## src/logic/ra_defs.svh

```systemverilog
// Register counts, widths and fixed register numbers
// for the register access stage
`ifndef RA_DEFS_SVH
`define RA_DEFS_SVH

// Register file sizes
`define RA_NUM_GPR 8
`define RA_NUM_SEG 6
`define RA_NUM_MMX 8

// Register and field widths
`define RA_GPR_W 32
`define RA_SEG_W 16
`define RA_MMX_W 64
`define RA_REG_NUM_W 3
`define RA_IMM_W 48

// Architectural register numbers
`define RA_ESP_NUM 4
`define RA_SS_NUM 2

`endif

```

## src/logic/ra_pkg.sv

```systemverilog
// Types of the register access stage: operand, stack and size enums,
// decoded and issued instruction records, writeback records
`include "ra_defs.svh"

package ra_pkg;

    typedef enum logic [2:0] {
        OP_NONE      = 3'd0,
        OP_FIXED_REG = 3'd1,
        OP_IMM       = 3'd2,
        OP_MEM       = 3'd3,
        OP_MODRM_REG = 3'd4
    } operand_kind_e;

    // Bit 0 push, bit 1 pop
    typedef enum logic [1:0] {
        STACK_NONE = 2'd0,
        STACK_PUSH = 2'd1,
        STACK_POP  = 2'd2
    } stack_op_e;

    typedef enum logic [1:0] {
        SIZE_BYTE  = 2'd0,
        SIZE_WORD  = 2'd1,
        SIZE_DWORD = 2'd2
    } access_size_e;

    typedef logic [`RA_REG_NUM_W-1:0] reg_num_t;

    typedef logic [`RA_NUM_GPR-1:0][`RA_GPR_W-1:0] gpr_array_t;
    typedef logic [`RA_NUM_SEG-1:0][`RA_SEG_W-1:0] seg_array_t;
    typedef logic [`RA_NUM_MMX-1:0][`RA_MMX_W-1:0] mmx_array_t;

    typedef struct packed {
        access_size_e        size;
        operand_kind_e       op0_kind;
        reg_num_t            op0_reg;
        operand_kind_e       op1_kind;
        reg_num_t            op1_reg;
        logic                dest_valid;
        reg_num_t            dest_reg;
        logic [7:0]          modrm;
        logic [7:0]          sib;
        logic [`RA_IMM_W-1:0] imm;
        logic [31:0]         disp;
        logic [3:0]          alu_op;
        stack_op_e           stack_op;
        logic [15:0]         opcode;
        logic [31:0]         pc;
    } decoded_instr_t;

    typedef struct packed {
        decoded_instr_t      dec;
        reg_num_t            op0_num;
        reg_num_t            op1_num;
        logic [`RA_GPR_W-1:0] op0_value;
        logic [`RA_GPR_W-1:0] op1_value;
        logic [31:0]         stack_address;
        seg_array_t          seg_values;
        mmx_array_t          mmx_values;
    } issued_instr_t;

    typedef struct packed {
        logic                en;
        reg_num_t            num;
        access_size_e        size;
        logic                stack;
        logic [`RA_GPR_W-1:0] data;
    } gpr_wb_t;

    typedef struct packed {
        logic                en;
        reg_num_t            num;
        logic [`RA_SEG_W-1:0] data;
    } seg_wb_t;

    typedef struct packed {
        logic                en;
        reg_num_t            num;
        logic [`RA_MMX_W-1:0] data;
    } mmx_wb_t;

    // Operand kinds that read a general register
    function automatic logic is_reg_operand(operand_kind_e kind);
        return (kind == OP_FIXED_REG) || (kind == OP_MODRM_REG);
    endfunction

endpackage

```

## src/logic/gpr_file.sv

```systemverilog
// General register file, eight 32-bit registers
// Byte, word and dword writeback, all registers visible at once
`timescale 1ns/1ns

module gpr_file
    import ra_pkg::*;
(
    input  logic       clk,
    input  logic       rst_n,
    input  gpr_wb_t    wb,
    output gpr_array_t values
);

    gpr_array_t regs_q;
    logic [31:0] old_value;
    logic [31:0] merged;

    assign old_value = regs_q[wb.num];

    // Partial writes keep the upper bits of the old value
    always_comb begin
        merged = old_value;
        case (wb.size)
            SIZE_BYTE: begin
                merged[7:0] = wb.data[7:0];
            end
            SIZE_WORD: begin
                merged[15:0] = wb.data[15:0];
            end
            default: begin
                merged = wb.data;
            end
        endcase
    end

    always_ff @(posedge clk or negedge rst_n) begin
        if (!rst_n) begin
            regs_q <= '0;
        end else if (wb.en) begin
            regs_q[wb.num] <= merged;
        end
    end

    assign values = regs_q;

endmodule

```

## src/logic/segment_register_file.sv

```systemverilog
// Segment register file
// es, cs, ss, ds, fs, gs as numbers 0 to 5, full-width writeback
`timescale 1ns/1ns

module segment_register_file
    import ra_pkg::*;
(
    input  logic       clk,
    input  logic       rst_n,
    input  seg_wb_t    wb,
    output seg_array_t values
);

    `include "ra_defs.svh"

    seg_array_t regs_q;
    logic       wr_en;

    // Numbers 6 and 7 name no register
    assign wr_en = wb.en && (wb.num < `RA_REG_NUM_W'(`RA_NUM_SEG));

    always_ff @(posedge clk or negedge rst_n) begin
        if (!rst_n) begin
            regs_q <= '0;
        end else if (wr_en) begin
            regs_q[wb.num] <= wb.data;
        end
    end

    assign values = regs_q;

endmodule

```

## src/logic/mmx_register_file.sv

```systemverilog
// MMX register file, eight 64-bit registers
// Full-width writeback only
`timescale 1ns/1ns

module mmx_register_file
    import ra_pkg::*;
(
    input  logic       clk,
    input  logic       rst_n,
    input  mmx_wb_t    wb,
    output mmx_array_t values
);

    mmx_array_t regs_q;

    always_ff @(posedge clk or negedge rst_n) begin
        if (!rst_n) begin
            regs_q <= '0;
        end else if (wb.en) begin
            regs_q[wb.num] <= wb.data;
        end
    end

    assign values = regs_q;

endmodule

```

## src/logic/operand_scoreboard.sv

```systemverilog
// Pending-write bits for the general registers
// Raises hazard when the offered instruction reads a pending register
`timescale 1ns/1ns

module operand_scoreboard
    import ra_pkg::*;
(
    input  logic           clk,
    input  logic           rst_n,
    input  logic           flush,
    input  logic           issue,
    input  decoded_instr_t instr,
    input  reg_num_t       op0_num,
    input  reg_num_t       op1_num,
    input  gpr_wb_t        wb,
    output logic           hazard
);

    `include "ra_defs.svh"

    logic [`RA_NUM_GPR-1:0] pending_q;
    logic [`RA_NUM_GPR-1:0] pending_d;
    logic op0_busy;
    logic op1_busy;
    logic esp_busy;

    assign op0_busy = is_reg_operand(instr.op0_kind) && pending_q[op0_num];
    assign op1_busy = is_reg_operand(instr.op1_kind) && pending_q[op1_num];

    // Push and pop read ESP even without an ESP operand
    assign esp_busy = (instr.stack_op != STACK_NONE) && pending_q[`RA_ESP_NUM];

    assign hazard = op0_busy || op1_busy || esp_busy;

    always_comb begin
        pending_d = pending_q;
        if (wb.en) begin
            pending_d[wb.num] = 1'b0;
        end
        // A new destination overrides a same-edge writeback
        if (issue && instr.dest_valid) begin
            pending_d[instr.dest_reg] = 1'b1;
        end
    end

    always_ff @(posedge clk or negedge rst_n) begin
        if (!rst_n) begin
            pending_q <= '0;
        end else if (flush) begin
            pending_q <= '0;
        end else begin
            pending_q <= pending_d;
        end
    end

endmodule

```

## src/logic/stack_pointer_tracker.sv

```systemverilog
// Speculative stack pointer for push and pop
// Stack address is SS * 16 plus the pointer seen by the instruction
`timescale 1ns/1ns

module stack_pointer_tracker
    import ra_pkg::*;
(
    input  logic         clk,
    input  logic         rst_n,
    input  logic         flush,
    input  logic         issue,
    input  stack_op_e    stack_op,
    input  access_size_e size,
    input  logic [15:0]  ss,
    input  logic [31:0]  committed_esp,
    input  gpr_wb_t      wb,
    output logic [31:0]  stack_address
);

    `include "ra_defs.svh"

    logic [31:0] sp_q;
    logic [31:0] sp_cur;
    logic [31:0] sp_next;
    logic [31:0] step;
    logic [31:0] push_sp;
    logic [31:0] pop_sp;
    logic [31:0] seg_base;
    logic        esp_wb;
    logic        reload_q;

    // Only non-stack ESP writes resync the pointer
    assign esp_wb = wb.en && !wb.stack && (wb.num == `RA_REG_NUM_W'(`RA_ESP_NUM));

    // The register file holds the new ESP one edge after the write,
    // so the pointer follows it directly during that cycle
    assign sp_cur = reload_q ? committed_esp : sp_q;

    assign step    = (size == SIZE_DWORD) ? 32'd4 : 32'd2;
    assign push_sp = sp_cur - step;
    assign pop_sp  = sp_cur + step;

    assign seg_base      = {12'd0, ss, 4'd0};
    assign stack_address = seg_base + ((stack_op == STACK_PUSH) ? push_sp : sp_cur);

    always_comb begin
        sp_next = sp_cur;
        if (issue) begin
            case (stack_op)
                STACK_PUSH: sp_next = push_sp;
                STACK_POP:  sp_next = pop_sp;
                default:    sp_next = sp_cur;
            endcase
        end
    end

    always_ff @(posedge clk or negedge rst_n) begin
        if (!rst_n) begin
            sp_q     <= '0;
            reload_q <= 1'b0;
        end else begin
            // Flush also takes the committed ESP in the next cycle
            reload_q <= flush || esp_wb;
            sp_q     <= sp_next;
        end
    end

endmodule

```

## src/logic/register_access_stage.sv

```systemverilog
// Register access stage top level
// Operand register selection, register file reads, stall control
// and the single output register towards address generation
`timescale 1ns/1ns

module register_access_stage
    import ra_pkg::*;
(
    input  logic           clk,
    input  logic           rst_n,
    input  logic           flush,

    // Decode side
    input  logic           d_valid,
    output logic           d_ready,
    input  decoded_instr_t d_instr,

    // Address generation side
    output logic           r_valid,
    input  logic           r_ready,
    output issued_instr_t  r_instr,

    // Writebacks
    input  gpr_wb_t        wb_gpr,
    input  seg_wb_t        wb_seg,
    input  mmx_wb_t        wb_mmx
);

    `include "ra_defs.svh"

    gpr_array_t    gpr_values;
    seg_array_t    seg_values;
    mmx_array_t    mmx_values;
    reg_num_t      op0_num;
    reg_num_t      op1_num;
    logic [31:0]   stack_address;
    logic          hazard;
    logic          accept;
    issued_instr_t issued;

    // modrm.rm for register-form operands, decoded field for fixed ones
    function automatic reg_num_t resolve_num(operand_kind_e kind, reg_num_t fixed_reg,
                                             logic [7:0] modrm);
        case (kind)
            OP_MODRM_REG: return modrm[2:0];
            OP_FIXED_REG: return fixed_reg;
            default:      return '0;
        endcase
    endfunction

    assign op0_num = resolve_num(d_instr.op0_kind, d_instr.op0_reg, d_instr.modrm);
    assign op1_num = resolve_num(d_instr.op1_kind, d_instr.op1_reg, d_instr.modrm);

    // Hold off while an operand is pending or the output slot stays full
    assign d_ready = !flush && !hazard && (!r_valid || r_ready);
    assign accept  = d_valid && d_ready;

    always_comb begin
        issued               = '0;
        issued.dec           = d_instr;
        issued.op0_num       = op0_num;
        issued.op1_num       = op1_num;
        issued.op0_value     = is_reg_operand(d_instr.op0_kind) ? gpr_values[op0_num] : '0;
        issued.op1_value     = is_reg_operand(d_instr.op1_kind) ? gpr_values[op1_num] : '0;
        issued.stack_address = stack_address;
        issued.seg_values    = seg_values;
        issued.mmx_values    = mmx_values;
    end

    always_ff @(posedge clk or negedge rst_n) begin
        if (!rst_n) begin
            r_valid <= 1'b0;
        end else if (flush) begin
            r_valid <= 1'b0;
        end else if (accept) begin
            r_valid <= 1'b1;
        end else if (r_ready) begin
            r_valid <= 1'b0;
        end
    end

    always_ff @(posedge clk) begin
        if (accept) begin
            r_instr <= issued;
        end
    end

    gpr_file u_gpr_file (
        .clk    (clk),
        .rst_n  (rst_n),
        .wb     (wb_gpr),
        .values (gpr_values)
    );

    segment_register_file u_segment_register_file (
        .clk    (clk),
        .rst_n  (rst_n),
        .wb     (wb_seg),
        .values (seg_values)
    );

    mmx_register_file u_mmx_register_file (
        .clk    (clk),
        .rst_n  (rst_n),
        .wb     (wb_mmx),
        .values (mmx_values)
    );

    operand_scoreboard u_operand_scoreboard (
        .clk     (clk),
        .rst_n   (rst_n),
        .flush   (flush),
        .issue   (accept),
        .instr   (d_instr),
        .op0_num (op0_num),
        .op1_num (op1_num),
        .wb      (wb_gpr),
        .hazard  (hazard)
    );

    stack_pointer_tracker u_stack_pointer_tracker (
        .clk           (clk),
        .rst_n         (rst_n),
        .flush         (flush),
        .issue         (accept),
        .stack_op      (d_instr.stack_op),
        .size          (d_instr.size),
        .ss            (seg_values[`RA_SS_NUM]),
        .committed_esp (gpr_values[`RA_ESP_NUM]),
        .wb            (wb_gpr),
        .stack_address (stack_address)
    );

endmodule

```

## config.mk

```make
export PLATFORM = sky130hd
export DESIGN_NAME = register_access_stage
export DESIGN_NICKNAME = d
export VERILOG_FILES = /design/src/logic/ra_pkg.sv /design/src/logic/gpr_file.sv /design/src/logic/segment_register_file.sv /design/src/logic/mmx_register_file.sv /design/src/logic/operand_scoreboard.sv /design/src/logic/stack_pointer_tracker.sv /design/src/logic/register_access_stage.sv
export VERILOG_INCLUDE_DIRS = /design/src /design/src/logic
export SDC_FILE = /design/constraint.sdc
export NUM_CORES = 2
export LEC_CHECK = 0
export ABC_AREA = 1
export BUFFER_PORTS_ARGS = -buffer_cell sky130_fd_sc_hd__buf_4
export CAP_MARGIN = 20
export CORE_AREA = 2 2 458 460
export CTS_CLUSTER_DIAMETER = 80
export DETAILED_ROUTE_END_ITERATION = 12
export DIE_AREA = 0 0 460 462
export GPL_TIMING_DRIVEN = 0
export PLACE_DENSITY = 0.48
export SLEW_MARGIN = 10
export SYNTH_ARGS = -nofsm -noshare
export SYNTH_HDL_FRONTEND = slang
export SYNTH_SLANG_ARGS = --single-unit
```

## constraint.sdc

```tcl
create_clock -name clk -period 27.2 [get_ports clk]
set_input_delay 1.36 -clock clk [delete_from_list [all_inputs] [get_ports clk]]
set_output_delay 1.36 -clock clk [all_outputs]
set_load 0.005 [all_outputs]
```

==> reports/metrics.cfg <==
[setup_path]
rr_worst_depth = 25
crit_required_ps = 27780
r2r_setup_slack_ps = 21630
path_max_fanout = 10
r2r_start = u_stack_pointer_tracker.reload_q
r2r-end = r_instr[639]
worstSetupStartpointType = register
cp-end-kind = register
crit_arrival_ps = 6140
worst-setup-path-type = register to register

[finish]
fin_nets = 7860
fillers = 20120
fin_cells = 10440
drive_gt1_share_pct = 21.01
final_area_sq_um = 88640
area_growth_pct = 28.13

[power]
peakVddDrop_mv = 0.06826
pwr_density_cell_nw_per_um2 = 81.12
leakagePower_nw = 37.54

[routing]
wl_per_cell_um = 27.37
wl_met2_um = 137300
m1WireLength_um = 114000
drtAntennaViolNets = 0
routed_wl_um = 285700
vias_per_cell = 5.171
wl_met3_um = 20710
route.vias.total = 53980
drt_iter0_drc = 5372
first_pass_iters = 6
routed.top_layer = met5
route.detailed.drc = 0

[yosys]
syn_area_per_cell_sq_um = 11.27
async_flop_share_pct = 50.78
ys_seq_area_share_pct = 70.89
synth_cells = 6140
synth_nets = 6465
ys_seq_elements = 1784
yosysMostFrequentCell = nand2_1
synth_area_leaders = edfxtp_1 (38%), dfrtp_1 (33%), o21ai_0 (8.3%)
synth_enable_flop_cells = 878
synth_flop_cell = dfrtp_1
synth_cell_types = 49
synth_common_cells = nand2_1 (1,403), o21ai_0 (1,144), dfrtp_1 (906)
synth_area_sq_um = 69180
yosysTopAreaCell = edfxtp_1
yosysWarnings = 0
synth_top_area_share_pct = 38.11

[floorplanning]
die_h_um = 462
die_x_um = 460
rows = 168
dieArea_sq_um = 212500
num_io_pins = 1180
start_util_pct = 33.24
core_sq_um = 208100

[clocking]
clkTransAtPathRegs_ps = 50
cts_max_path_buffers = 3
cts_tree = done
clock_sinks = 1784
holdBufCountCts = 0
post-cts-setup-buffers = 0
clk_latency_ps = 870
post_cts_resized = 0
cts-htree-levels = 4
cts_root_buffer = clkbuf_16
cts_made_buffers = 197

[timing]
timing_hold_violations_final = 0
timing.final.crit_share_pct = 20.46
rsz0062_at_grt = no
fmax_ghz = 0.1797
fin_skew_ps = 56.67
finalSetupViolCount = 0
worst_pin_slew_ps = 1150
finalCriticalPeriod_ps = 5565
maxSlewHeadroom_pct = 22.81
finalMaxSlewViolations = 0

[global_routing]
grt_usage_pct = 26.18
antenna_found_initial = 31
grt_max_degree = 143
grt_first_pass_wirelength_um = 396500
grt_pass1_vias = 51800
overflow = 0

[job]
cap_violations = 0

[outcome]
status = finished, final reports clean

[placed_design]
port_buffers = 1176
gp_congestion = 0.9395
dpl_cell_area_sq_um = 81950
dp_cells = 10060
dpl.hpwl_um = 215300

[min_path]
min_path_type = input port to asynchronous set/reset pin

through the flow:
stage | TNS, ps | power, W | hold WS [ps] | utilization, % | setup slack [ps]
3_3_place_gp | -3286930 | 0.004572 | 428.7 | 39.12 | -3996
2_1_floorplan | 0 | 0.004000 | 425.3 | - | 6465
5_1_grt | 0 | 0.007498 | 284.6 | 42.59 | 21180
3_5_place_dp | 0 | 0.004503 | 430.1 | 39.38 | 21190
4_1_cts | 0 | 0.007252 | 251.4 | 42.58 | 21650
6_report | 0 | 0.007191 | 325.7 | 42.59 | 21630
registers in the layout (all words and copies together), names as in the netlist:
register / cells
u_mmx_register_file.values: 512
u_operand_scoreboard.pending_q: 8
u_segment_register_file.values: 96
u_stack_pointer_tracker.reload_q: 1
r_valid: 1
u_gpr_file.values: 256
r_instr: 878
u_stack_pointer_tracker.sp_q: 32
layout make-up:
cell class	count	area (sq um)	share of cell area, %
multi-input cells	3618	17250	19.46
plain buffers	349	1434	1.618
well taps	2720	3403	3.840
diodes	7	17.52	0.01976
flip-flops and latches	1784	49040	55.32
inverters	389	1473	1.661
clock buffers	286	5632	6.354
repair buffers	1196	9354	10.55
clock inverters	89	1036	1.169
placed cells by master, fill, tap and decap left out, types with 29 or more instances in the layout:
cell       count
buf_4       1178
a21oi_1      191
o21ai_0     1144
nand2_1     1403
dfrtp_1      906
a221oi_1      32
clkbuf_1     364
o21ai_1       33
nand3_1       92
inv_1        382
a31oi_1       74
clkinv_2      29
o211ai_1      93
nor2_1       289
clkbuf_16    203
a311oi_1      32
nand2_2       46
edfxtp_1     878
worst max-delay path, stage by stage, from the launching register on:
cell and delay, ps:
dfrtp_1 370, buf_6 150, buf_6 150, buf_2 210
o21ai_0 550, ha_1 260, inv_1 40, ha_1 160
inv_1 100, nand2_2 80, inv_1 60, nand2_1 150
nor2_1 250, inv_1 80, o21ai_0 380, o21ai_0 260
ha_1 440, nand2_1 90, nor2_1 150, nand3_1 90
o21ai_0 460, nand4_1 240, a21oi_1 340, nand2_1 90
nor2_1 90, nor2_1 40
cell families (layout without fill, tap and decap cells):
| logic type | count (synthesis) | count (layout) | synth area share (%) |
|---|---|---|---|
| and+or+nand+nor | 1915 | 1915 | 11.13 |
| DFF | 1784 | 1784 | 70.89 |
| AOI/OAI and AO/OA | 1655 | 1655 | 13.05 |
| buffers and inverters | 738 | 2309 | 4.184 |
| adders and majority gates | 25 | 25 | 0.4630 |
| xor gates and xnor gates | 23 | 23 | 0.2912 |
| other | 0 | 7 | 0 |
report_power, final:
| part | switching, W | leakage [nW] | internal [W] | total (W) |
|---|---|---|---|---|
| logic | 0.000617 | 14.7 | 0.000351 | 0.000968 |
| registers | 0.000231 | 19.6 | 0.00326 | 0.00349 |
| clock network | 0.00116 | 3.24 | 0.00157 | 0.00273 |
routing by layer:
metal / track usage, % / up-vias
met2: 43.19 / 2273
li1: - / 24010
met5: 0 / -
met1: 33.18 / 27150
met3: 5.466 / 525
met4: 11.69 / 20
worst max-delay path by stage:
stage                                           startpoint  slack, ps      endpoint  depth (start not counted)
after floorplan                               d_instr[164]       6470    r_instr[0]                         12
after global placement                        d_instr[158]      -4000  r_instr[760]                         12
after detailed placement                       d_instr[49]      21190  r_instr[638]                         26
after CTS                 u_stack_pointer_tracker.reload_q      21650  r_instr[639]                         25
after global routing      u_stack_pointer_tracker.reload_q      21180  r_instr[639]                         25
final                     u_stack_pointer_tracker.reload_q      21630  r_instr[639]                         25
Note: power is estimated with default switching activity, not from simulation.
